--- config.mk ---
export PLATFORM = sky130hd
export DESIGN_NAME = rvseed_writeback_flat
export DESIGN_NICKNAME = d
export VERILOG_FILES = /design/src/hw/rvseed_pkg.sv /design/src/hw/rvseed_pipe_if.sv /design/src/hw/rvseed_writeback.sv /design/src/flat_wrapper.sv
export SDC_FILE = /design/constraint.sdc
export NUM_CORES = 1
export LEC_CHECK = 0
export BUFFER_PORTS_ARGS = -buffer_cell sky130_fd_sc_hd__buf_2
export CAP_MARGIN = 20
export CORE_AREA = 2 2 135 137
export CTS_CLUSTER_DIAMETER = 40
export DETAILED_ROUTE_END_ITERATION = 10
export DIE_AREA = 0 0 137 139
export PLACE_DENSITY_LB_ADDON = 0.2
export SYNTH_ARGS = -nofsm -noshare
export SYNTH_HDL_FRONTEND = slang
export SYNTH_SLANG_ARGS = --single-unit
--- constraint.sdc ---
create_clock -name clk -period 1.7 [get_ports clk]
set_clock_uncertainty 0.05 [all_clocks]
set_input_delay 0.34 -clock clk [delete_from_list [all_inputs] [get_ports clk]]
set_output_delay 0.34 -clock clk [all_outputs]
set_load 0.02 [all_outputs]
--- src/hw/rvseed_pkg.sv ---
// shared package: data widths and types, memory depth, reset pc, opcode/alu/writeback enums, alu function
package rvseed_pkg;

    localparam int XLEN       = 64;
    localparam int DMEM_WORDS = 64;                     // doublewords
    localparam int DMEM_IDX_W = $clog2(DMEM_WORDS);

    typedef logic [XLEN-1:0] xlen_t;
    typedef logic [31:0]     inst_t;
    typedef logic [4:0]      reg_addr_t;

    localparam xlen_t RESET_PC    = '0;
    localparam inst_t EBREAK_INST = 32'h0010_0073;

    // major opcodes of the supported subset
    typedef enum logic [6:0] {
        OPC_OP     = 7'b0110011,
        OPC_OP_IMM = 7'b0010011,
        OPC_LUI    = 7'b0110111,
        OPC_LOAD   = 7'b0000011,
        OPC_STORE  = 7'b0100011,
        OPC_BRANCH = 7'b1100011,
        OPC_JAL    = 7'b1101111,
        OPC_SYSTEM = 7'b1110011
    } opcode_e;

    typedef enum logic [2:0] {
        ALU_ADD,
        ALU_SUB,
        ALU_AND,
        ALU_OR,
        ALU_XOR,
        ALU_SLT,
        ALU_PASS_B                                      // lui
    } alu_op_e;

    typedef enum logic [1:0] {
        WB_ALU,
        WB_MEM,
        WB_LINK                                         // pc + 4
    } wb_sel_e;

    // execute uses it, and decode uses it to forward the instruction in execute
    function automatic xlen_t alu_calc(alu_op_e op, xlen_t a, xlen_t b);
        case (op)
            ALU_ADD: return a + b;
            ALU_SUB: return a - b;
            ALU_AND: return a & b;
            ALU_OR:  return a | b;
            ALU_XOR: return a ^ b;
            ALU_SLT: return {{(XLEN-1){1'b0}}, $signed(a) < $signed(b)};
            default: return b;
        endcase
    endfunction

endpackage

--- src/hw/rvseed_pipe_if.sv ---


interface mem_wb_if;
    import rvseed_pkg::*;

    logic      valid;
    xlen_t     pc;
    xlen_t     result;
    reg_addr_t rd;
    logic      reg_wen;
    logic      ebreak;

    modport producer (output valid, pc, result, rd, reg_wen, ebreak);
    modport consumer (input valid, pc, result, rd, reg_wen, ebreak);
endinterface

--- src/hw/rvseed_writeback.sv ---
// writeback stage: register write port, commit port select, halt latch
module rvseed_writeback (
    input  logic                  clk,
    input  logic                  reset_i,
    mem_wb_if.consumer            wb_i,
    output logic                  rf_wen_o,
    output rvseed_pkg::reg_addr_t rf_rd_o,
    output rvseed_pkg::xlen_t     rf_data_o,
    output logic                  commit_valid_o,
    output rvseed_pkg::xlen_t     commit_pc_o,
    output rvseed_pkg::reg_addr_t commit_rd_o,
    output rvseed_pkg::xlen_t     commit_data_o,
    output logic                  halted_o
);
    import rvseed_pkg::*;

    always_ff @(posedge clk) begin
        if (reset_i) begin
            halted_o <= 1'b0;
        end else if (wb_i.valid && wb_i.ebreak) begin
            halted_o <= 1'b1;                               // sticky until reset
        end
    end

    assign commit_valid_o = wb_i.valid && !wb_i.ebreak && !halted_o;
    assign rf_wen_o       = commit_valid_o && wb_i.reg_wen && wb_i.rd != '0;
    assign rf_rd_o        = wb_i.rd;
    assign rf_data_o      = wb_i.result;

    // no register write shows as rd zero with zero data
    assign commit_pc_o   = wb_i.pc;
    assign commit_rd_o   = rf_wen_o ? wb_i.rd : '0;
    assign commit_data_o = rf_wen_o ? wb_i.result : '0;

endmodule

--- src/flat_wrapper.sv ---
// flat-port wrapper written by rule: the top's interface ports become plain ports
module rvseed_writeback_flat import rvseed_pkg::*;
  (clk, reset_i, rf_wen_o, rf_rd_o, rf_data_o, commit_valid_o, commit_pc_o, commit_rd_o, commit_data_o, halted_o, wb_i_valid, wb_i_pc, wb_i_result, wb_i_rd, wb_i_reg_wen, wb_i_ebreak);
  mem_wb_if wb_i_i ();
  input  logic clk;
  input  logic reset_i;
  output logic rf_wen_o;
  output rvseed_pkg::reg_addr_t rf_rd_o;
  output rvseed_pkg::xlen_t rf_data_o;
  output logic commit_valid_o;
  output rvseed_pkg::xlen_t commit_pc_o;
  output rvseed_pkg::reg_addr_t commit_rd_o;
  output rvseed_pkg::xlen_t commit_data_o;
  output logic halted_o;
  input wire logic [$bits(wb_i_i.valid)-1:0] wb_i_valid;
  input wire logic [$bits(wb_i_i.pc)-1:0] wb_i_pc;
  input wire logic [$bits(wb_i_i.result)-1:0] wb_i_result;
  input wire logic [$bits(wb_i_i.rd)-1:0] wb_i_rd;
  input wire logic [$bits(wb_i_i.reg_wen)-1:0] wb_i_reg_wen;
  input wire logic [$bits(wb_i_i.ebreak)-1:0] wb_i_ebreak;
  assign wb_i_i.valid = wb_i_valid;
  assign wb_i_i.pc = wb_i_pc;
  assign wb_i_i.result = wb_i_result;
  assign wb_i_i.rd = wb_i_rd;
  assign wb_i_i.reg_wen = wb_i_reg_wen;
  assign wb_i_i.ebreak = wb_i_ebreak;
  rvseed_writeback u_core (.clk(clk), .reset_i(reset_i), .wb_i(wb_i_i), .rf_wen_o(rf_wen_o), .rf_rd_o(rf_rd_o), .rf_data_o(rf_data_o), .commit_valid_o(commit_valid_o), .commit_pc_o(commit_pc_o), .commit_rd_o(commit_rd_o), .commit_data_o(commit_data_o), .halted_o(halted_o));
endmodule
======== Word level (Yosys, flattened, before mapping) ========
Cells that the tools add are included.
storage, ports and cells
  word-level logic and storage cells ...... 11
  output and inout bits ................... 205
  flip-flop bits (word level) ............. 1
cells by class
  reduce and logical (&&, ||, !) cells .... 8
  mux-type cells .......................... 2
operator list
  operator            count
  64-bit 2-to-1 mux   1
  1-bit logical AND   5
  5-bit 2-to-1 mux    1
  5-bit nonzero test  1
  1-bit zero test     2

======== Depth between registers and ports, before layout ========
Gate-level depths: netlist of run 1.
  depth in word-level cells ............... 6
  mapped depth ............................ 4
  gate-level depth less buffers ........... 2

======== Worst setup path after synthesis of run 1 ========
No wires, ideal clock.
  path type ............................... reg-to-output
  from .................................... register u_core.halted_o
  to ...................................... output port commit_rd_o[0]
  slack ................................... -147 ps
  arrival time ............................ 1457 ps
  cell stages (with the launch flop) ...... 3
  cells stage by stage .................... dfxtp_1 > nor3b_1 > and3_1
between the ends
  word-level cells in the longest chain between the ends .. 5
ends and longest elaborated chain
  what                            line                    text
  start, declared                 rvseed_writeback.sv:13  output logic halted_o
  start signal, assigned          rvseed_writeback.sv:19  halted_o <= 1'b0;
  start signal, assigned          rvseed_writeback.sv:21  halted_o <= 1'b1;
  1-bit zero test                 rvseed_writeback.sv:25  assign commit_valid_o = wb_i.valid && !wb_i.ebreak && !halted_o;
  1-bit logical AND               rvseed_writeback.sv:25
  named net commit_valid_o        flat_wrapper.sv:10      output logic commit_valid_o;
  1-bit logical AND (2 in a row)  rvseed_writeback.sv:26  assign rf_wen_o = commit_valid_o && wb_i.reg_wen && wb_i.rd != '0;
  5-bit 2-to-1 mux                rvseed_writeback.sv:32  assign commit_rd_o = rf_wen_o ? wb_i.rd : '0;
  end, declared                   flat_wrapper.sv:12      output rvseed_pkg::reg_addr_t commit_rd_o;
The timed path passes the listed nets, and every way through them passes these cells.

======== Worst setup path in the final report of run 1 ========
  from .................................... input port wb_i_rd[3]
  to ...................................... output port commit_data_o[56]
between the ends
  word-level cells in the longest chain between the ends .. 3
ends and longest elaborated chain
  what                line                    text
  start, declared     flat_wrapper.sv:18      input wire logic [$bits(wb_i_i.rd)-1:0] wb_i_rd;
  5-bit nonzero test  rvseed_writeback.sv:26
  1-bit logical AND   rvseed_writeback.sv:26
  64-bit 2-to-1 mux   rvseed_writeback.sv:33  assign commit_data_o = rf_wen_o ? wb_i.result : '0;
  end, declared       flat_wrapper.sv:13      output rvseed_pkg::xlen_t commit_data_o;
Every way passes these cells.

==> results of run 1 <==
==> worst max-delay path, cell delays in order <==
cell and delay (ns):
buf_8 0.10, nor4_4 0.26, buf_6 0.19, buf_12 0.13, buf_16 0.13, a211oi_2 0.06, buf_4 0.17
==> power groups by stage <==
stage	registers (mW)	logic, mW	clock network [mW]
CTS	0.0265	0.646	0
finish	0.0264	0.690	0
floorplan	0.0289	0.667	0
detailed placement	0.0265	0.609	0
global route	0.0268	0.744	0
global placement	0.0265	0.609	0
==> routing by layer <==
layer	track usage [%]	vias to the layer above	share of wire (%)
met1	6.394	956	39
met2	11.60	138	50
met5	0	-	0
met4	1.465	0	2.1
li1	-	975	-
met3	0.7310	22	8.7
==> cells in the mapped netlist <==
| cell type | instances | area [um2] |
|---|---|---|
| a21oi_1 | 2 | 10.01 |
| nor4_2 | 1 | 12.51 |
| and3_1 | 4 | 25.02 |
| buf_6 | 5 | 56.30 |
| nor2_1 | 2 | 7.510 |
| dfxtp_1 | 1 | 20.02 |
| buf_4 | 139 | 1044 |
| buf_1 | 1 | 3.750 |
| clkbuf_1 | 7 | 26.28 |
| a211oi_1 | 61 | 457.9 |
| nand4bb_4 | 1 | 27.53 |
| a211oi_2 | 3 | 37.54 |
| buf_2 | 2 | 10.01 |
| nor3b_1 | 1 | 7.510 |
| inv_1 | 65 | 244.0 |
==> final timing paths <==
path / start / end / slack, ns / cells after the start
hold reg to reg: u_core.halted_o / u_core.halted_o / 0.53 / 3
setup / recovery: wb_i_rd[3] / commit_data_o[56] / -0.08 / 7
hold / removal: reset_i / u_core.halted_o / 0.45 / 2
setup reg to reg: u_core.halted_o / u_core.halted_o / 0.93 / 3
==> layout make-up <==
cell class	count	area [um2]	area share, %
timing repair buffer	236	1594	52.89
multi-input combinational	75	869.6	28.85
inverter	65	244.0	8.095
tap	229	286.5	9.506
sequential	1	20.02	0.6642
==> stage by stage <==
stage | TNS [ns] | setup WS, ns | hold WS (ns) | cell area, um2
final | -3.186 | -0.08239 | 0.4485 | 3014
after global routing | -6.313 | -0.1270 | 0.4754 | 3014
after CTS | -3.350 | -0.1057 | 0.4492 | 2751
after detailed placement | -8.433 | -0.1588 | 0.4480 | 2544
after global placement | -7.153 | -0.1301 | 0.4481 | 2544
after floorplan | -4.055 | -0.1472 | 0.3624 | 2145
==> what timing repair did <==
action	in CTS	in global routing
endpoints found under the setup margin	65	65
pin swaps	9	14
gates cloned	2	4
buffers inserted	2	1
gates resized for setup	40	43
hold endpoints to repair	0	0
==> cells by family (layout without fill, tap and decap cells) <==
| group | after synthesis | in the layout |
|---|---|---|
| flops | 1 | 1 |
| simple gates | 9 | 9 |
| compound gates | 66 | 66 |
| buf+inv | 219 | 301 |
==> run_results.csv, run 1 <==
group,metric,value,unit
clock_network,clk_latency,0,ns
floorplanning,die_h,139,um
timing,max-slew-margin-rel,82.07,%
clock_network,clk_pin_slew_worst_paths,0,ns
placed_design,place_congestion,0.6749,
detailed_routing,detail_route.wl_per_cell,12.31,um
setup_path,cp-end-kind,"output pin",
floorplanning,ios,343,
final_layout,largest_register_ffs,1,
detailed_routing,dr.pass1.iters,4,
pwr,peakVddDrop,0.0001721,V
final_layout,area_delta_synth_final,51.51,%
setup_path,path_max_fanout,7,
floorplanning,start_util,11.27,%
global_routing,grt_usage,5.860,%
synth,syn_avg_cell_area,6.744,um2
global_routing,grt_pass1_wl,9.287,mm
final_layout,insertedDiodeCount,0,
timing,max_freq,561.0,MHz
final_layout,finalNonFillerCells,606,
synth,synthCells,295,
floorplanning,die_w,137,um
clock_network,ctsHoldBuffers,0,
timing,finalCritPeriodShare,104.8,%
global_routing,grt_overflow,0,
placed_design,hpwl,5.188,mm
detailed_routing,drt.antenna.violating_nets,0,
timing,hold_viol,0,
pwr,clkPwrFrac,0,%
pwr,comb_power_share,96.3,%
pwr,p_sw_share,57.88,%
detailed_routing,drc,0,
final_layout,max_flop_register,"u_core.halted_o",
setup_path,cp.arrival,1.39,ns
timing,setup_ws,-0.08239,ns
timing,setup_viol,64,
final_layout,fill_cells,2057,
worst_hold_path,hold_path_class,"in -> reg",
synth,synth-simple-area-share,4.025,%
pwr,power.total,0.7160,mW
run_status,outcome,"complete, but fails checks",
detailed_routing,num_vias,2091,
timing,slew_viol_final,0,
setup_path,critPathKind,"in -> out",
placed_design,port_buffers,214,
pwr,seq_power_share,3.7,%
final_layout,layout_commonest_cell,"buf_2",
pwr,power.density,237.5,nW/um2
global_routing,grt_pass1_vias,1827,
placed_design,place_inst,597,
synth,syn-num-nets,433,
pwr,internal_power,0.3015,mW
synth,synth_xor_xnor_area_share,0,%
synth,synth_top_family_by_area,"buffers and inverters",
floorplanning,core_area,17660,um2
synth,muxShareOfSynthArea,0,%
final_layout,drive_above_1_share,77.98,%
final_layout,finish.utilization,17.07,%
timing,rsz0062_at_grt,"yes",
run_status,violations,"negative setup slack",
setup_path,critPathRequiredTime,1.31,ns
synth,ys_ff_latch,1,
timing,min_period,1.782,ns
global_routing,grt_max_degree,41,
final_layout,final_cell_mix,"buf_2, inv_1, a211oi_2, buf_4, a211oi_1",
final_layout,nNetsFinal,517,
timing,tightest_slew,0.2690,ns
detailed_routing,drt_iter0_markers,40,
synth,synth_fa_ha_area_share,0,%
synth,synth_compound_area_share,25.41,%
pwr,p_leak,1.623,nW
pwr,p_sw,0.4144,mW
synth,ys_types,15,
synth,synth_area,1989,um2
setup_path,crit_path_start_kind,"input pin",
run,max-cap-violations,0,
detailed_routing,viasPerCell,3.450,
global_routing,antenna_found_initial,0,
detailed_routing,totalWireLength,7.457,mm
synth,ys_warn_count,0,
floorplanning,rows,49,
synth,ys_seq_area_share,1.006,%
final_layout,top_regs,"u_core.halted_o: 1 flops",
floorplanning,dieArea,19040,um2
(Power assumes the default switching activity.)
==> run 2: changes to the inputs <==
- clock period: 1.7 -> 1.74 ns (I/O delays scaled with it)
==> run_results.csv, run 2 (same netlist as run 1, synthesis figures left out) <==
group,metric,value,unit
timing,max_freq,561.2,MHz
placed_design,hpwl,5.133,mm
final_layout,final_area,2890,um2
pwr,power.density,235.7,nW/um2
timing,slew_viol_final,0,
final_layout,top_regs,"u_core.halted_o: 1 flops",
global_routing,grt_pass1_vias,1765,
detailed_routing,totalWireLength,7.507,mm
final_layout,largest_register_ffs,1,
setup_path,cpMostUsedCell,"buf_12",
timing,max-slew-margin-rel,83.55,%
floorplanning,die_w,137,um
global_routing,grt_usage,5.350,%
clock_network,clk_latency,0,ns
clock_network,ctsHoldBuffers,0,
setup_path,cp_cell_sequence,"buf_6 > nand4bb_4 > buf_12 > buf_12 > a211oi_1 > buf_2",
pwr,clkPwrFrac,0,%
final_layout,layout_commonest_cell,"buf_2",
pwr,p_sw_share,58.20,%
pwr,p_leak,1.613,nW
pwr,internal_power,0.2847,mW
setup_path,cp.arrival,1.38,ns
floorplanning,core_area,17660,um2
setup_path,cp-end-kind,"output pin",
detailed_routing,drt_iter0_markers,48,
pwr,seq_power_share,3.8,%
detailed_routing,drt.antenna.violating_nets,0,
pwr,p_sw,0.3965,mW
timing,min_period,1.782,ns
final_layout,area_delta_synth_final,45.28,%
detailed_routing,drc,0,
worst_hold_path,hold_path_class,"in -> reg",
timing,hold_viol,0,
detailed_routing,detail_route.wl_per_cell,12.39,um
run_status,violations,"negative setup slack",
floorplanning,dieArea,19040,um2
setup_path,critPathRequiredTime,1.34,ns
timing,tightest_slew,0.2467,ns
global_routing,antenna_found_initial,0,
timing,finalCritPeriodShare,102.4,%
run,max-cap-violations,0,
placed_design,port_buffers,214,
final_layout,final_cell_mix,"buf_2, inv_1, a211oi_2",
setup_path,critPathKind,"in -> out",
floorplanning,rows,49,
setup_path,cp_slowest_cell,"a211oi_1",
pwr,peakVddDrop,0.0001297,V
final_layout,max_flop_register,"u_core.halted_o",
run_status,outcome,"complete, but fails checks",
pwr,comb_power_share,96.2,%
detailed_routing,dr.pass1.iters,4,
detailed_routing,viasPerCell,3.422,
final_layout,nNetsFinal,517,
setup_path,critical_path.max_stage_delay,0.23,ns
placed_design,place_congestion,0.6720,
pwr,power.total,0.6812,mW
setup_path,path_max_fanout,8,
timing,rsz0062_at_grt,"yes",
timing,whs,0.4563,ns
detailed_routing,num_vias,2074,
setup_path,crit_path_start_kind,"input pin",
placed_design,dpl_cell_area,2536,um2
timing,tns,-1.627,ns
global_routing,grt_overflow,0,
clock_network,clk_pin_slew_worst_paths,0,ns
timing,setup_viol,64,
floorplanning,ios,343,
final_layout,drive_above_1_share,74.54,%
final_layout,insertedDiodeCount,0,
floorplanning,die_h,139,um
setup_path,reg2reg_slack,0.97,ns
global_routing,grt_max_degree,41,
floorplanning,start_util,11.27,%
global_routing,grt_pass1_wl,8.597,mm
timing,setup_ws,-0.04177,ns
run 2: through the flow:
| stage | setup slack (ns) | instances | util (%) |
|---|---|---|---|
| finish | -0.04177 | 606 | 16.37 |
| global route | -0.09965 | 606 | 16.37 |
| CTS | -0.05280 | 597 | 14.60 |
| detailed placement | -0.1440 | 596 | 14.36 |
| global placement | -0.1057 | 596 | 14.36 |
| floorplan | -0.1152 | 295 | - |
run 2: final timing paths:
| check | cells after the start | start | endpoint |
|---|---|---|---|
| max | 6 | wb_i_ebreak | commit_data_o[21] |
| max reg2reg | 3 | u_core.halted_o | u_core.halted_o |
| min reg2reg | 3 | u_core.halted_o | u_core.halted_o |
| min | 2 | reset_i | u_core.halted_o |
run 2: layout make-up:
cell class                 count  area (um2)
inverter                      65       244.0
fill                        2046       14770
tap                          229       286.5
sequential                     1       20.02
timing repair buffer         236        1543
multi-input combinational     75       797.0
run 2: power by group through the flow:
stage	Clock, mW	Sequential (mW)	Combinational (mW)
floorplan	0	0.0283	0.652
finish	0	0.0259	0.655
detailed placement	0	0.0260	0.594
global placement	0	0.0259	0.593
global route	0	0.0262	0.707
CTS	0	0.0260	0.604
run 2: timing repair:
action,CTS,global route
setup buffers,1,1
endpoints found under the setup margin,65,65
gates resized for setup,10,38
gates cloned,0,8
pin swaps,2,11
run 2: worst max-delay path, delay by kind of cell:
family / cells / cell delay (ns)
AND/OR/NAND/NOR: 1 / 0.19
buffers and inverters: 4 / 0.61
AO/OA/AOI/OAI: 1 / 0.23
run 2: layer usage:
metal | track usage [%] | share of wire (%) | up-vias
li1 | - | - | 974
met5 | 0 | 0 | -
met1 | 5.537 | 41 | 942
met3 | 0.7310 | 8.0 | 20
met2 | 10.84 | 49 | 138
met4 | 1.465 | 2.0 | 0
