**config.mk**
```make
export PLATFORM = sky130hd
export DESIGN_NAME = rvseed_fetch
export DESIGN_NICKNAME = d
export VERILOG_FILES = /design/src/hw/rvseed_pkg.sv /design/src/hw/rvseed_fetch.sv
export SDC_FILE = /design/constraint.sdc
export NUM_CORES = 1
export LEC_CHECK = 0
export BUFFER_PORTS_ARGS = -buffer_cell sky130_fd_sc_hd__buf_2
export CAP_MARGIN = 25
export CORE_ASPECT_RATIO = 0.7
export CORE_MARGIN = 2
export CORE_UTILIZATION = 50
export DETAILED_ROUTE_END_ITERATION = 16
export PLACE_DENSITY = 0.8
export SLEW_MARGIN = 20
export SYNTH_ARGS = -nofsm -noshare
export SYNTH_HDL_FRONTEND = slang
export SYNTH_SLANG_ARGS = --single-unit
```
**constraint.sdc**
```tcl
create_clock -name clk -period 5.3 [get_ports clk]
set_clock_uncertainty 0.1 [all_clocks]
set_input_delay 1.325 -clock clk [delete_from_list [all_inputs] [get_ports clk]]
set_output_delay 1.325 -clock clk [all_outputs]
set_load 0.005 [all_outputs]
```
**src/hw/rvseed_pkg.sv**
```systemverilog
// shared package: data widths and types, memory depth, reset pc, opcode/alu/writeback enums, alu function
package rvseed_pkg;

    localparam int XLEN       = 64;
    localparam int DMEM_WORDS = 64;                     // doublewords
    localparam int DMEM_IDX_W = $clog2(DMEM_WORDS);

    typedef logic [XLEN-1:0] xlen_t;
    typedef logic [31:0]     inst_t;
    typedef logic [4:0]      reg_addr_t;

    localparam xlen_t RESET_PC    = '0;
    localparam inst_t EBREAK_INST = 32'h0010_0073;

    // major opcodes of the supported subset
    typedef enum logic [6:0] {
        OPC_OP     = 7'b0110011,
        OPC_OP_IMM = 7'b0010011,
        OPC_LUI    = 7'b0110111,
        OPC_LOAD   = 7'b0000011,
        OPC_STORE  = 7'b0100011,
        OPC_BRANCH = 7'b1100011,
        OPC_JAL    = 7'b1101111,
        OPC_SYSTEM = 7'b1110011
    } opcode_e;

    typedef enum logic [2:0] {
        ALU_ADD,
        ALU_SUB,
        ALU_AND,
        ALU_OR,
        ALU_XOR,
        ALU_SLT,
        ALU_PASS_B                                      // lui
    } alu_op_e;

    typedef enum logic [1:0] {
        WB_ALU,
        WB_MEM,
        WB_LINK                                         // pc + 4
    } wb_sel_e;

    // execute uses it, and decode uses it to forward the instruction in execute
    function automatic xlen_t alu_calc(alu_op_e op, xlen_t a, xlen_t b);
        case (op)
            ALU_ADD: return a + b;
            ALU_SUB: return a - b;
            ALU_AND: return a & b;
            ALU_OR:  return a | b;
            ALU_XOR: return a ^ b;
            ALU_SLT: return {{(XLEN-1){1'b0}}, $signed(a) < $signed(b)};
            default: return b;
        endcase
    endfunction

endpackage

```
**src/hw/rvseed_fetch.sv**
```systemverilog
// fetch stage: program counter with stall, redirect and halt handling, IF/ID register
module rvseed_fetch (
    input  logic              clk,
    input  logic              reset_i,
    input  logic              stall_i,
    input  logic              redirect_i,
    input  rvseed_pkg::xlen_t redirect_pc_i,
    input  logic              halted_i,
    output rvseed_pkg::xlen_t imem_addr_o,
    input  rvseed_pkg::inst_t imem_data_i,
    output logic              id_valid_o,
    output rvseed_pkg::xlen_t id_pc_o,
    output rvseed_pkg::inst_t id_inst_o
);
    import rvseed_pkg::*;

    xlen_t pc_q;
    logic  advance;

    assign imem_addr_o = pc_q;                          // imem answers in the same cycle
    assign advance     = !stall_i && !halted_i && !redirect_i;

    always_ff @(posedge clk) begin
        if (reset_i) begin
            pc_q       <= RESET_PC;
            id_valid_o <= 1'b0;
        end else if (halted_i) begin
            id_valid_o <= 1'b0;                         // frozen after ebreak
        end else if (redirect_i) begin
            pc_q       <= redirect_pc_i;
            id_valid_o <= 1'b0;                         // drop the wrong-path word
        end else if (!stall_i) begin
            pc_q       <= pc_q + xlen_t'(4);
            id_valid_o <= 1'b1;
        end
    end

    always_ff @(posedge clk) begin
        if (advance) begin
            id_pc_o   <= pc_q;
            id_inst_o <= imem_data_i;
        end
    end

    // a load sits in execute during a stall, so no branch can redirect then
    assert property (@(posedge clk) disable iff (reset_i) !(stall_i && redirect_i))
        else $error("stall and redirect in the same cycle");

endmodule

```
== Word level (Yosys, flattened, before mapping) ==
Cells that the tools add are included.
Widths: inputs -> output; s select.

* Register bits: 161
* Input bits: 101
* Word-level logic and storage cells: 16

* Add/sub/neg operators: 1
* Eq/ne operators: 1
* Mux-type cells: 2
* Bitwise logic cells: 1
* Reductions and logical operators: 7

{| class="wikitable"
|+ Operators with widths
! operator !! count
|-
| $mux 64 || 2
|-
| $add 64x3->64 const B || 1
|-
| $logic_not 1->1 || 3
|-
| $reduce_or 3->1 || 1
|-
| $logic_and 1x1->1 || 2
|-
| $ne 2x1->1 const B || 1
|-
| $reduce_and 2->1 || 1
|-
| $not 1->1 || 1
|}

== Longest topological paths before layout ==
Gate-level depths: netlist (run 1).

* Depth after elaboration: 3
* Gate-level depth with buffers: 9

== Least setup slack after synthesis (run 1) ==
OpenSTA, ideal clock, no wires.

* Path type: input to register
* Start: input halted_i
* End: register pc_q[55], in the netlist imem_addr_o[55]
* Library setup time: 0.074 ns
* Data arrival time: 4.443 ns
* Slack: 0.683 ns
* Stages on the path: 7
* Buffers on the path: 1
* Path through: buf_2 inv_1 nand2_1 inv_1 nand4_1 or3_1 a31oi_1

* Cells in the longest elaborated chain, start to end: 2

{| class="wikitable"
|+ Ends and longest elaborated chain
! element !! line !! text
|-
| start, declared || rvseed_fetch.sv:8 || <nowiki>input logic halted_i,</nowiki>
|-
| $not 1->1 (no line) || n/a ||
|-
| $reduce_and 2->1 (no line) || n/a ||
|-
| end signal, assigned || rvseed_fetch.sv:30 || <nowiki>pc_q <= redirect_pc_i;</nowiki>
|-
| end signal, assigned || rvseed_fetch.sv:33 || <nowiki>pc_q <= pc_q + xlen_t'(4);</nowiki>
|-
| end, declared || rvseed_fetch.sv:17 || <nowiki>xlen_t pc_q;</nowiki>
|}

Every way passes these cells.
A chain may end at the register's enable or synchronous reset.

== Worst setup path after layout (run 1) ==
* Start: input halted_i
* End: register pc_q[36], in the netlist imem_addr_o[36]

Same word-level chain as after synthesis.

==> metrics.md, run 1 <==
| Metric | Value |
|---|---|
| DP Area | 8990 µm² |
| CP arrival | approximately 3.6 ns |
| Post-synth EDFFs | 96 |
| Synth area leader | edfxtp_1 |
| Nets | 1067 |
| CTS clk-pin slew, worst paths | approximately 0.07 ns |
| DP HPWL | ~17 mm |
| Root Driver | clkbuf_16 |
| Initial antenna violation count | 0 |
| Distinct cell type count after synthesis | 70 |
| Mapped Avg Cell Area | 10.4 µm² |
| Post-synthesis sequential area ratio | 0.559 |
| Syn_nets | 820 |
| Vias in the first global route | 6560 |
| Final Hold Viols | 0 |
| Tcrit/Tclk final | 0.645 |
| PD cells | about 300 nW/µm² |
| DRC violations left | 0 |
| Final setup vio count | 0 |
| Mapped Area | 7490 µm² |
| Met3 WL | 3.18 mm |
| Worst Hold Launch | imem_addr_o[0]$_SDFFE_PP0P_ |
| Wire per inst | 20.5 µm |
| Wire length on met1 | 10.0 mm |
| Post-route cell area | around 9600 µm² |
| Min-Delay Path Class | reg -> reg |
| YS warnings | 0 |
| Setup crit end kind | flip-flop |
| Vias | 7342 |
| H-tree depth | 4 |
| Port Buffers | between 200 and 300 |
| Ports | 262 |
| CTS tree | yes |
| Worst setup startpoint | halted_i |
| Chip Width | approximately 150 µm |
| Fin Hold WS | 0.368 ns |
| CP Launch Type | input port |
| Largest net degree at the start of global routing | 72 |
| Prevailing post-synth register cell | edfxtp_1 |
| Setup_tns | 0 ns |
| Unrepaired setup endpoints after global routing | no |
| Global-route wire length before repair | roughly 37 mm |
| Inserted Diodes | 0 |
| Status | completed |
| Synth area leaders | edfxtp_1, dfxtp_1, nand2_1 |
| Starting Density | 0.510 |
| Wirelength, routed | 24.0 mm |
| Yosys reg bits | 161 |
| Leakage power | around 3.8 nW |
| Cell with the most instances after synthesis | edfxtp_1 |
| Critical path data required time | ~5.5 ns |
| Peak VDD IR | roughly 0.23 mV |
| Actual slew at the worst max-slew pin | roughly 1 ns |
| Length of the first detailed-routing pass in iterations | 6 |
| Gr usage total | 0.301 |
| CTS buffer count | 17 |
| Die area | around 16000 µm² |
| 1st-iter DRT viols | 1018 |
| Area growth syn-to-layout | 27.9% |
| Fin crit period | 3.42 ns |
| CTS hold repair buffers | 0 |
| Final ANT Viol Nets | 0 |
| Power Total | roughly 3 mW |
| Final Max Tran Viols | 0 |
| Synth top area share | 0.385 |
| Final estimated routing congestion in global placement | around 0.93 |
| Commonest cells in the netlist | edfxtp_1, nand2_1, dfxtp_1 |
| FFs w/ async S/R, synth | 0 |
| Die Ht | 106 µm |
| Core area | 14700 µm² |
| Post-CTS Setup Repair Bufs | 0 |
| Clock Path Buffers | 2 |
| Share of cells above drive strength 1 | 0.338 |
| Worst Setup Path Type | in -> reg |
| CP Max Fanout | 28 |
| Rel. slew slack | 0.335 |
| Total clock sinks | around 160 |
| Resize count post-CTS | 0 |
| # Max-Cap Violations | 0 |
| Cell count after synthesis | 718 |
| GRT Residual Overflow | 0 |
| Reg-to-Reg Start | imem_addr_o[2]$_SDFFE_PP0P_ |
| Fmax | 292 MHz |
| Std cell rows | 37 |
| DR vias/cell | 6.26 |
| Top sig layer | met4 |
| Skew-Pair Late Insertion Delay | 0.44 ns |
| Detail Route met2 WL | 10.5 mm |
-- final cells by class --
| cell class | instances | area (µm²) |
|---|---|---|
| multi-input combinational | 505 | 3110 |
| clock inverter | 14 | 150 |
| fill | 1198 | 5100 |
| inverter | 7 | 28.8 |
| tap | 195 | 244 |
| clock buffer | 18 | 429 |
| timing repair buffer | 273 | 1430 |
| sequential | 161 | 4180 |
-- cell usage in the layout, fill, tap and decap left out, drive strengths merged, types with 21 or more instances in the layout --
cell type | Yosys | routed
dfxtp | 65 | 65
a21oi | 34 | 34
nand2 | 77 | 77
buf | 15 | 273
edfxtp | 96 | 96
o21ai | 21 | 21
nand3 | 38 | 38
nor3 | 25 | 25
nor2 | 48 | 48
nand4 | 44 | 44
and3 | 23 | 23
a31oi | 31 | 31
-- worst max-delay path: stages --
cell	delay [ns]
buf_2	0.41
inv_1	0.44
o21ai_4	0.41
buf_4	0.33
or4_1	0.13
nor3_1	0.04
or4_1	0.53
-- report_power, final --
| part | internal (mW) | switching (mW) | leakage, nW |
|---|---|---|---|
| clock network | 0.663 | 0.555 | 0.280 |
| logic | 0.115 | 0.142 | 2.12 |
| registers | 1.39 | 0.0767 | 1.44 |
| total | 2.16 | 0.774 | 3.84 |
-- kinds of logic (layout without fill, tap and decap cells) --
logic type	after synthesis	after routing	share of synthesized area
buffers and inverters	52	312	0.0277
adder cells (fa/ha/maj)	1	1	0.00167
AO/OA/AOI/OAI	160	160	0.144
flip-flops	161	161	0.559
multiplexers	12	12	0.0167
AND/OR/NAND/NOR	332	332	0.251
-- layer usage --
metal  GRT usage  up-vias
li1            -     3319
met1       0.440     3483
met2       0.428      503
met3      0.0863       37
met4      0.0984        0
met5           0        -
-- flip-flops by register name (all words and copies together), names as in the netlist --
register     flops
id_pc_o         64
id_valid_o       1
imem_addr_o     64
id_inst_o       32
-- metrics by stage --
step	worst slack, ns	std cells	utilization
floorplan	0.683	718	-
detailed placement	1.47	1141	0.613
global placement	1.35	1140	0.611
global route	1.74	1173	0.652
CTS	1.93	1173	0.652
finish	1.88	1173	0.652
-- final timing paths --
kind | to | slack [ns] | depth (start not counted)
setup / recovery | imem_addr_o[36]$_SDFFE_PP0P_ | 1.88 | 7
hold / removal | id_pc_o[0]$_DFFE_PP_ | 0.37 | 0
setup reg to reg | imem_addr_o[60]$_SDFFE_PP0P_ | 2.16 | 6
hold reg to reg | id_pc_o[0]$_DFFE_PP_ | 0.37 | 0
No activity file was read; power rests on OpenSTA's default activity.
==> inputs of run 2 (changes only) <==
==> constraint.sdc (replaced) <==
create_clock -name clk -period 3.5 [get_ports clk]
set_clock_uncertainty 0.1 [all_clocks]
set_input_delay 0.875 -clock clk [delete_from_list [all_inputs] [get_ports clk]]
set_output_delay 0.875 -clock clk [all_outputs]
set_load 0.005 [all_outputs]
==> metrics.md, run 2 (same netlist as run 1, synthesis figures left out) <==
| Metric | Value |
|---|---|
| Status | completed |
| Global-route wire length before repair | 37.2 mm (+1.3%) |
| Worst setup startpoint | imem_addr_o[2]$_SDFFE_PP0P_ |
| Wire per inst | 20.8 µm (+1.3%) |
| PD cells | 473 nW/µm² (+54%) |
| Dpl cells | 1156 (+1.3%) |
| CTS hold repair buffers | 0 (unchanged) |
| Wirelength, routed | 24.7 mm (+2.7%) |
| Ports | 262 (unchanged) |
| Commonest non-fill, non-tap cell in the layout | buf_2 |
| Actual slew at the worst max-slew pin | 0.820 ns (-0.167 ns) |
| Reg-to-Reg Start | imem_addr_o[2]$_SDFFE_PP0P_ |
| Nets | 1082 (+1.4%) |
| Gr usage total | 0.305 (+0.00495) |
| Std cell rows | 37 (unchanged) |
| Peak VDD IR | 0.320 mV (+40%) |
| Initial antenna violation count | 0 (unchanged) |
| Die area | 16000 µm² (unchanged) |
| CTS tree | yes |
| Die Ht | 106 µm (unchanged) |
| Fmax | 356 MHz |
| Final Max Tran Viols | 0 (unchanged) |
| Worst Hold Launch | imem_addr_o[0]$_SDFFE_PP0P_ |
| Final ANT Viol Nets | 0 (unchanged) |
| Largest net degree at the start of global routing | 36 (-50%) |
| Length of the first detailed-routing pass in iterations | 8 (+2) |
| Combinational share of power | 0.089 (+0.002) |
| Skew-Pair Late Insertion Delay | 0.44 ns (about the same) |
| Final Hold Viols | 0 (unchanged) |
| CTS buffer count | 17 (unchanged) |
| Setup_tns | 0 ns (unchanged) |
| Rel. slew slack | 0.448 (+0.113) |
| Place WS | 0.705 ns (-0.766 ns) |
| 1st-iter DRT viols | 990 (-2.8%) |
| Reg2Reg Setup Slack | 0.69 ns (-1.47 ns) |
| Root Driver | clkbuf_16 |
| Commonest cells after routing, fill and taps aside | buf_2, edfxtp_1, nand2_1 |
| Sw frac | 0.265 (+0.00160) |
| Vias | 7465 (+1.7%) |
| Sequential share of power | 0.479 (-0.019) |
| Share of cells above drive strength 1 | 0.350 (+0.0120) |
| H-tree depth | 4 (unchanged) |
| Critical path data required time | 3.72 ns (-1.79 ns) |
| CP arrival | 3.03 ns (-0.60 ns) |
| Unrepaired setup endpoints after global routing | no |
| Worst reg2reg path depth | 6 (unchanged) |
| Critical Path, Cell by Cell | ha_1 -> nand4_1 -> nor4_4 -> nand3_2 -> o311a_1 -> or3_1 |
| Clock Path Buffers | 2 (unchanged) |
| Worst setup margin | 0.694 ns (-1.19 ns) |
| Critical Path Max Stage Delay | 0.50 ns (-0.03 ns) |
| RR Endpoint | imem_addr_o[58]$_SDFFE_PP0P_ |
| Total clock sinks | 161 (unchanged) |
| Worst Setup Path Type | reg -> reg |
| CP max stage cell | nor4_4 |
| Final setup vio count | 0 (unchanged) |
| Post-CTS Setup Repair Bufs | 0 (unchanged) |
| Port Buffers | 261 (unchanged) |
| CP Launch Type | flip-flop |
| Cell-internal power | 3.38 mW (+56%) |
| Area growth syn-to-layout | 29.8% |
| Setup crit end kind | flip-flop |
| Resize count post-CTS | 0 (unchanged) |
| Critical path endpoint | imem_addr_o[58]$_SDFFE_PP0P_ |
| Min-Delay Path Class | reg -> reg |
| Final std cells w/o fill | 1189 (+1.4%) |
| Fillers | 1165 (-2.8%) |
| Fin Hold WS | 0.368 ns (+0.000364 ns) |
| Vias in the first global route | 6687 (+1.9%) |
| Leakage power | 3.93 nW (+2.4%) |
| Switching Power | 1.22 mW (+58%) |
| Clk network pwr share | 0.432 (+0.017) |
| Starting Density | 0.510 (unchanged) |
| Core area | 14700 µm² (unchanged) |
| DRC violations left | 0 (unchanged) |
| DR vias/cell | 6.28 (+0.31%) |
| Fin crit period | 2.81 ns |
| CP Max Fanout | 9 (-68%) |
| Final estimated routing congestion in global placement | 0.980 (+4.8%) |
| CTS clk-pin slew, worst paths | 0.07 ns (about the same) |
| Tcrit/Tclk final | 0.802 |
| GRT Residual Overflow | 0 (unchanged) |
| # Max-Cap Violations | 0 (unchanged) |
| DP HPWL | 17.7 mm (+4.7%) |
| Chip Width | 150 µm (unchanged) |
run 2: how the worst min path moves through the flow:
stage | slack (ns) | cells after the start | to
3_3_place_gp | 0.35 | 0 | id_pc_o[0]$_DFFE_PP_
4_1_cts | 0.37 | 0 | id_pc_o[0]$_DFFE_PP_
3_5_place_dp | 0.36 | 0 | id_pc_o[0]$_DFFE_PP_
6_report | 0.37 | 0 | id_pc_o[0]$_DFFE_PP_
2_1_floorplan | 0.35 | 0 | id_pc_o[14]$_DFFE_PP_
5_1_grt | 0.39 | 0 | id_pc_o[0]$_DFFE_PP_
run 2: metrics by stage:
| stage | utilization | instance area [µm²] | power (mW) |
|---|---|---|---|
| finish | 0.662 | 9720 | 4.60 |
| global placement | 0.618 | 9080 | 2.63 |
| global route | 0.662 | 9720 | 4.73 |
| floorplan | - | 7490 | 2.40 |
| CTS | 0.662 | 9720 | 4.61 |
| detailed placement | 0.618 | 9080 | 2.64 |
run 2: layout make-up:
class / instances / area, µm² / share of cell area
clock inverter: 15 / 216 / 0.0223
timing repair buffer: 288 / 1510 / 0.155
clock buffer: 17 / 425 / 0.0438
antenna: 1 / 2.50 / 0.000257
tap: 195 / 244 / 0.0251
sequential: 161 / 4180 / 0.430
multi-input combinational: 505 / 3110 / 0.320
inverter: 7 / 30.0 / 0.00309
run 2: worst max-delay path, delay by kind of cell (launching register included):
| kind | cells | cell delay (ns) |
|---|---|---|
| AO/OA/AOI/OAI | 1 | 0.40 |
| adder cells (fa/ha/maj) | 1 | 0.32 |
| flip-flops | 1 | 0.46 |
| AND/OR/NAND/NOR | 4 | 1.41 |
run 2: layer usage:
metal / wire length, µm / vias up / track usage / part of all wire
met5: 0 / - / 0 / 0
met3: 3150 / 62 / 0.0867 / 0.13
li1: - / 3362 / - / -
met1: 10200 / 3506 / 0.442 / 0.41
met4: 579 / 0 / 0.106 / 0.023
met2: 10800 / 535 / 0.438 / 0.44
run 2: power groups by stage:
stage                     Clock (mW)  Combinational (mW)  Sequential [mW]
after CTS                       2.01               0.404             2.20
after floorplan                    0               0.183             2.22
after global placement             0               0.395             2.24
after detailed placement           0               0.401             2.24
final                           1.99               0.408             2.20
after global routing            2.07               0.444             2.21
==> inputs of run 3 (changes only) <==
--- a/config.mk
+++ b/config.mk
@@ -9,9 +9,9 @@
 export CAP_MARGIN = 25
 export CORE_ASPECT_RATIO = 0.7
 export CORE_MARGIN = 2
-export CORE_UTILIZATION = 50
+export CORE_UTILIZATION = 45
 export DETAILED_ROUTE_END_ITERATION = 16
-export PLACE_DENSITY = 0.8
+export PLACE_DENSITY = 0.76
 export SLEW_MARGIN = 20
 export SYNTH_ARGS = -nofsm -noshare
 export SYNTH_HDL_FRONTEND = slang
==> constraint.sdc (replaced) <==
create_clock -name clk -period 2.55 [get_ports clk]
set_clock_uncertainty 0.1 [all_clocks]
set_input_delay 0.6375 -clock clk [delete_from_list [all_inputs] [get_ports clk]]
set_output_delay 0.6375 -clock clk [all_outputs]
set_load 0.005 [all_outputs]
==> metrics.md, run 3 (same netlist as run 1, synthesis figures left out) <==
| Metric | Value |
|---|---|
| Unrepaired setup endpoints after global routing | no |
| Std cell rows | 39 (+5.4%) |
| Critical path data required time | 2.78 ns (-0.94 ns) |
| Final estimated routing congestion in global placement | 0.965 (-1.5%) |
| PD cells | 601 nW/µm² (+27%) |
| CTS clk-pin slew, worst paths | 0.07 ns (about the same) |
| DR vias/cell | 6.03 (-4.0%) |
| Power Total | 6.19 mW (+35%) |
| Fillers | 1401 (+20%) |
| GR Layer Usage met1 | 0.447 (+0.00546) |
| Final Hold Viols | 0 (unchanged) |
| Vias | 7745 (+3.8%) |
| CP arrival | 2.63 ns (-0.40 ns) |
| Nets | 1149 (+6.2%) |
| Met3 Use GR | 0.0782 (-0.00845) |
| Skew-Pair Late Insertion Delay | 0.44 ns (about the same) |
| Inserted Diodes | 0 (-1) |
| RR Endpoint | imem_addr_o[60]$_SDFFE_PP0P_ |
| Root Driver | clkbuf_16 |
| DP Area | 9680 µm² (+6.6%) |
| Critical Path Max Stage Delay | 0.54 ns (+0.04 ns) |
| Final ANT Viol Nets | 0 (unchanged) |
| Starting Density | 0.459 (-0.0508) |
| CTS tree | yes |
| Initial antenna violation count | 0 (unchanged) |
| Die area | 17700 µm² (+11%) |
| Critical Path, Cell by Cell | ha_1 -> nand2_1 -> nor4_2 -> nand3_1 -> or4_1 -> mux2_1 |
| Status | completed |
| Leakage power | 4.25 nW (+8.3%) |
| Die Ht | 112 µm (+5.2%) |
| Share of cells above drive strength 1 | 0.394 (+0.0439) |
| Worst setup margin | 0.151 ns (-0.542 ns) |
| 1st-iter DRT viols | 973 (-1.7%) |
| Crit path buffers/inverters | 0 (unchanged) |
| FF/Latch Area | 4180 µm² (unchanged) |
| Global route hottest layer | met1 |
| CTS buffer count | 17 (unchanged) |
| Wirelength, routed | 26.5 mm (+7.5%) |
| Worst reg2reg path depth | 6 (unchanged) |
| # Max-Cap Violations | 0 (unchanged) |
| Actual slew at the worst max-slew pin | 0.600 ns (-0.220 ns) |
| Critical path's top delay family | simple AND/OR/NAND/NOR gates |
| Vias in the first global route | 6871 (+2.8%) |
| Chip Width | 158 µm (+5.3%) |
| Post-route cell area | 10300 µm² (+5.8%) |
| Dpl cells | 1250 (+8.1%) |
| GRT Residual Overflow | 0 (unchanged) |
| Multi-input gate area | 3130 µm² (+0.76%) |
| H-tree depth | 4 (unchanged) |
| Length of the first detailed-routing pass in iterations | 5 (-3) |
| Tcrit/Tclk final | 0.941 (+0.139) |
| Rel. slew slack | 0.596 (+0.148) |
| Final Max Tran Viols | 0 (unchanged) |
| Fmax | 417 MHz (+17%) |
| Largest net degree at the start of global routing | 72 (+100%) |
| Met2 global-route usage | 0.420 (-0.0186) |
| Min-Delay Path Class | in -> reg |
| DP HPWL | 19.9 mm (+12%) |
| Ports | 262 (unchanged) |
| Global-route wire length before repair | 39.6 mm (+6.4%) |
| Place WS | 0.201 ns (-0.503 ns) |
| Worst Setup Path Type | reg -> reg |
| Commonest non-fill, non-tap cell in the layout | buf_2 |
| Reg2Reg Setup Slack | 0.15 ns (-0.54 ns) |
| Setup crit end kind | flip-flop |
| Final setup vio count | 0 (unchanged) |
| Critical path endpoint | imem_addr_o[60]$_SDFFE_PP0P_ |
| Worst setup startpoint | imem_addr_o[2]$_SDFFE_PP0P_ |
| Wire per inst | 20.7 µm (-0.49%) |
| CP max stage cell | or4_1 |
| Commonest cells after routing, fill and taps aside | buf_2, edfxtp_1, buf_4 |
| Area growth syn-to-layout | 37.4% |
| Core area | 16300 µm² (+11%) |
| Gr usage total | 0.297 (-0.00815) |
| DRC violations left | 0 (unchanged) |
| Critical path depth | 6 (unchanged) |
| Reg-to-Reg Start | imem_addr_o[2]$_SDFFE_PP0P_ |
| CP Launch Type | flip-flop |
| Peak VDD IR | 0.412 mV (+29%) |
| CP Max Fanout | 6 (-3) |
| Resize count post-CTS | 0 (unchanged) |
| Final std cells w/o fill | 1285 (+8.1%) |
| Fin crit period | 2.40 ns (-0.408 ns) |
| Clock Path Buffers | 2 (unchanged) |
| Port Buffers | 261 (unchanged) |
| Total clock sinks | 161 (unchanged) |
-- run 3: layer usage --
layer,share of wire,vias up
met1,0.43,3727
met2,0.44,501
met4,0.017,0
met3,0.12,37
met5,0,-
li1,-,3480
-- run 3: what timing repair did --
item	CTS	global route
hold buffers	0	0
setup buffers	0	3
setup endpoints to repair	0	2
-- run 3: area by class of cell --
| type | count | share of cell area |
|---|---|---|
| clock buffer | 17 | 0.0414 |
| tap | 225 | 0.0274 |
| multi-input combinational | 505 | 0.305 |
| inverter | 7 | 0.00365 |
| timing repair buffer | 355 | 0.200 |
| clock inverter | 15 | 0.0158 |
| sequential | 161 | 0.407 |
-- run 3: how the worst min path moves through the flow --
stage / slack (ns) / to / startpoint / cells after the start
finish: 0.27 / id_inst_o[28]$_DFFE_PP_ / imem_data_i[28] / 1
global route: 0.25 / id_inst_o[26]$_DFFE_PP_ / imem_data_i[26] / 1
CTS: 0.26 / id_inst_o[28]$_DFFE_PP_ / imem_data_i[28] / 1
detailed placement: 0.37 / id_pc_o[0]$_DFFE_PP_ / imem_addr_o[0]$_SDFFE_PP0P_ / 0
global placement: 0.37 / id_pc_o[1]$_DFFE_PP_ / imem_addr_o[1]$_SDFFE_PP0P_ / 0
floorplan: 0.35 / id_pc_o[14]$_DFFE_PP_ / imem_addr_o[14]$_SDFFE_PP0P_ / 0
-- run 3: worst reg2reg max path, delay by kind of cell (launching register included) --
family                     cells  cell delay, ns
adders and majority gates      1            0.27
DFF                            1            0.34
and+or+nand+nor                4            1.28
muxes                          1            0.32
-- run 3: where the power goes --
part	internal (mW)	switching [mW]	leakage, nW	total [mW]
logic	0.300	0.385	2.54	0.685
clock network	1.31	1.21	0.278	2.52
registers	2.88	0.102	1.44	2.98
total	4.49	1.70	4.25	6.19
-- run 3: per-stage QoR --
| step | utilization | TNS, ns | hold WS [ns] |
|---|---|---|---|
| after floorplan | - | -23.67 | 0.349 |
| after global placement | 0.594 | 0 | 0.370 |
| after detailed placement | 0.594 | 0 | 0.374 |
| after CTS | 0.630 | 0 | 0.258 |
| after global routing | 0.631 | 0 | 0.247 |
| final | 0.631 | 0 | 0.267 |
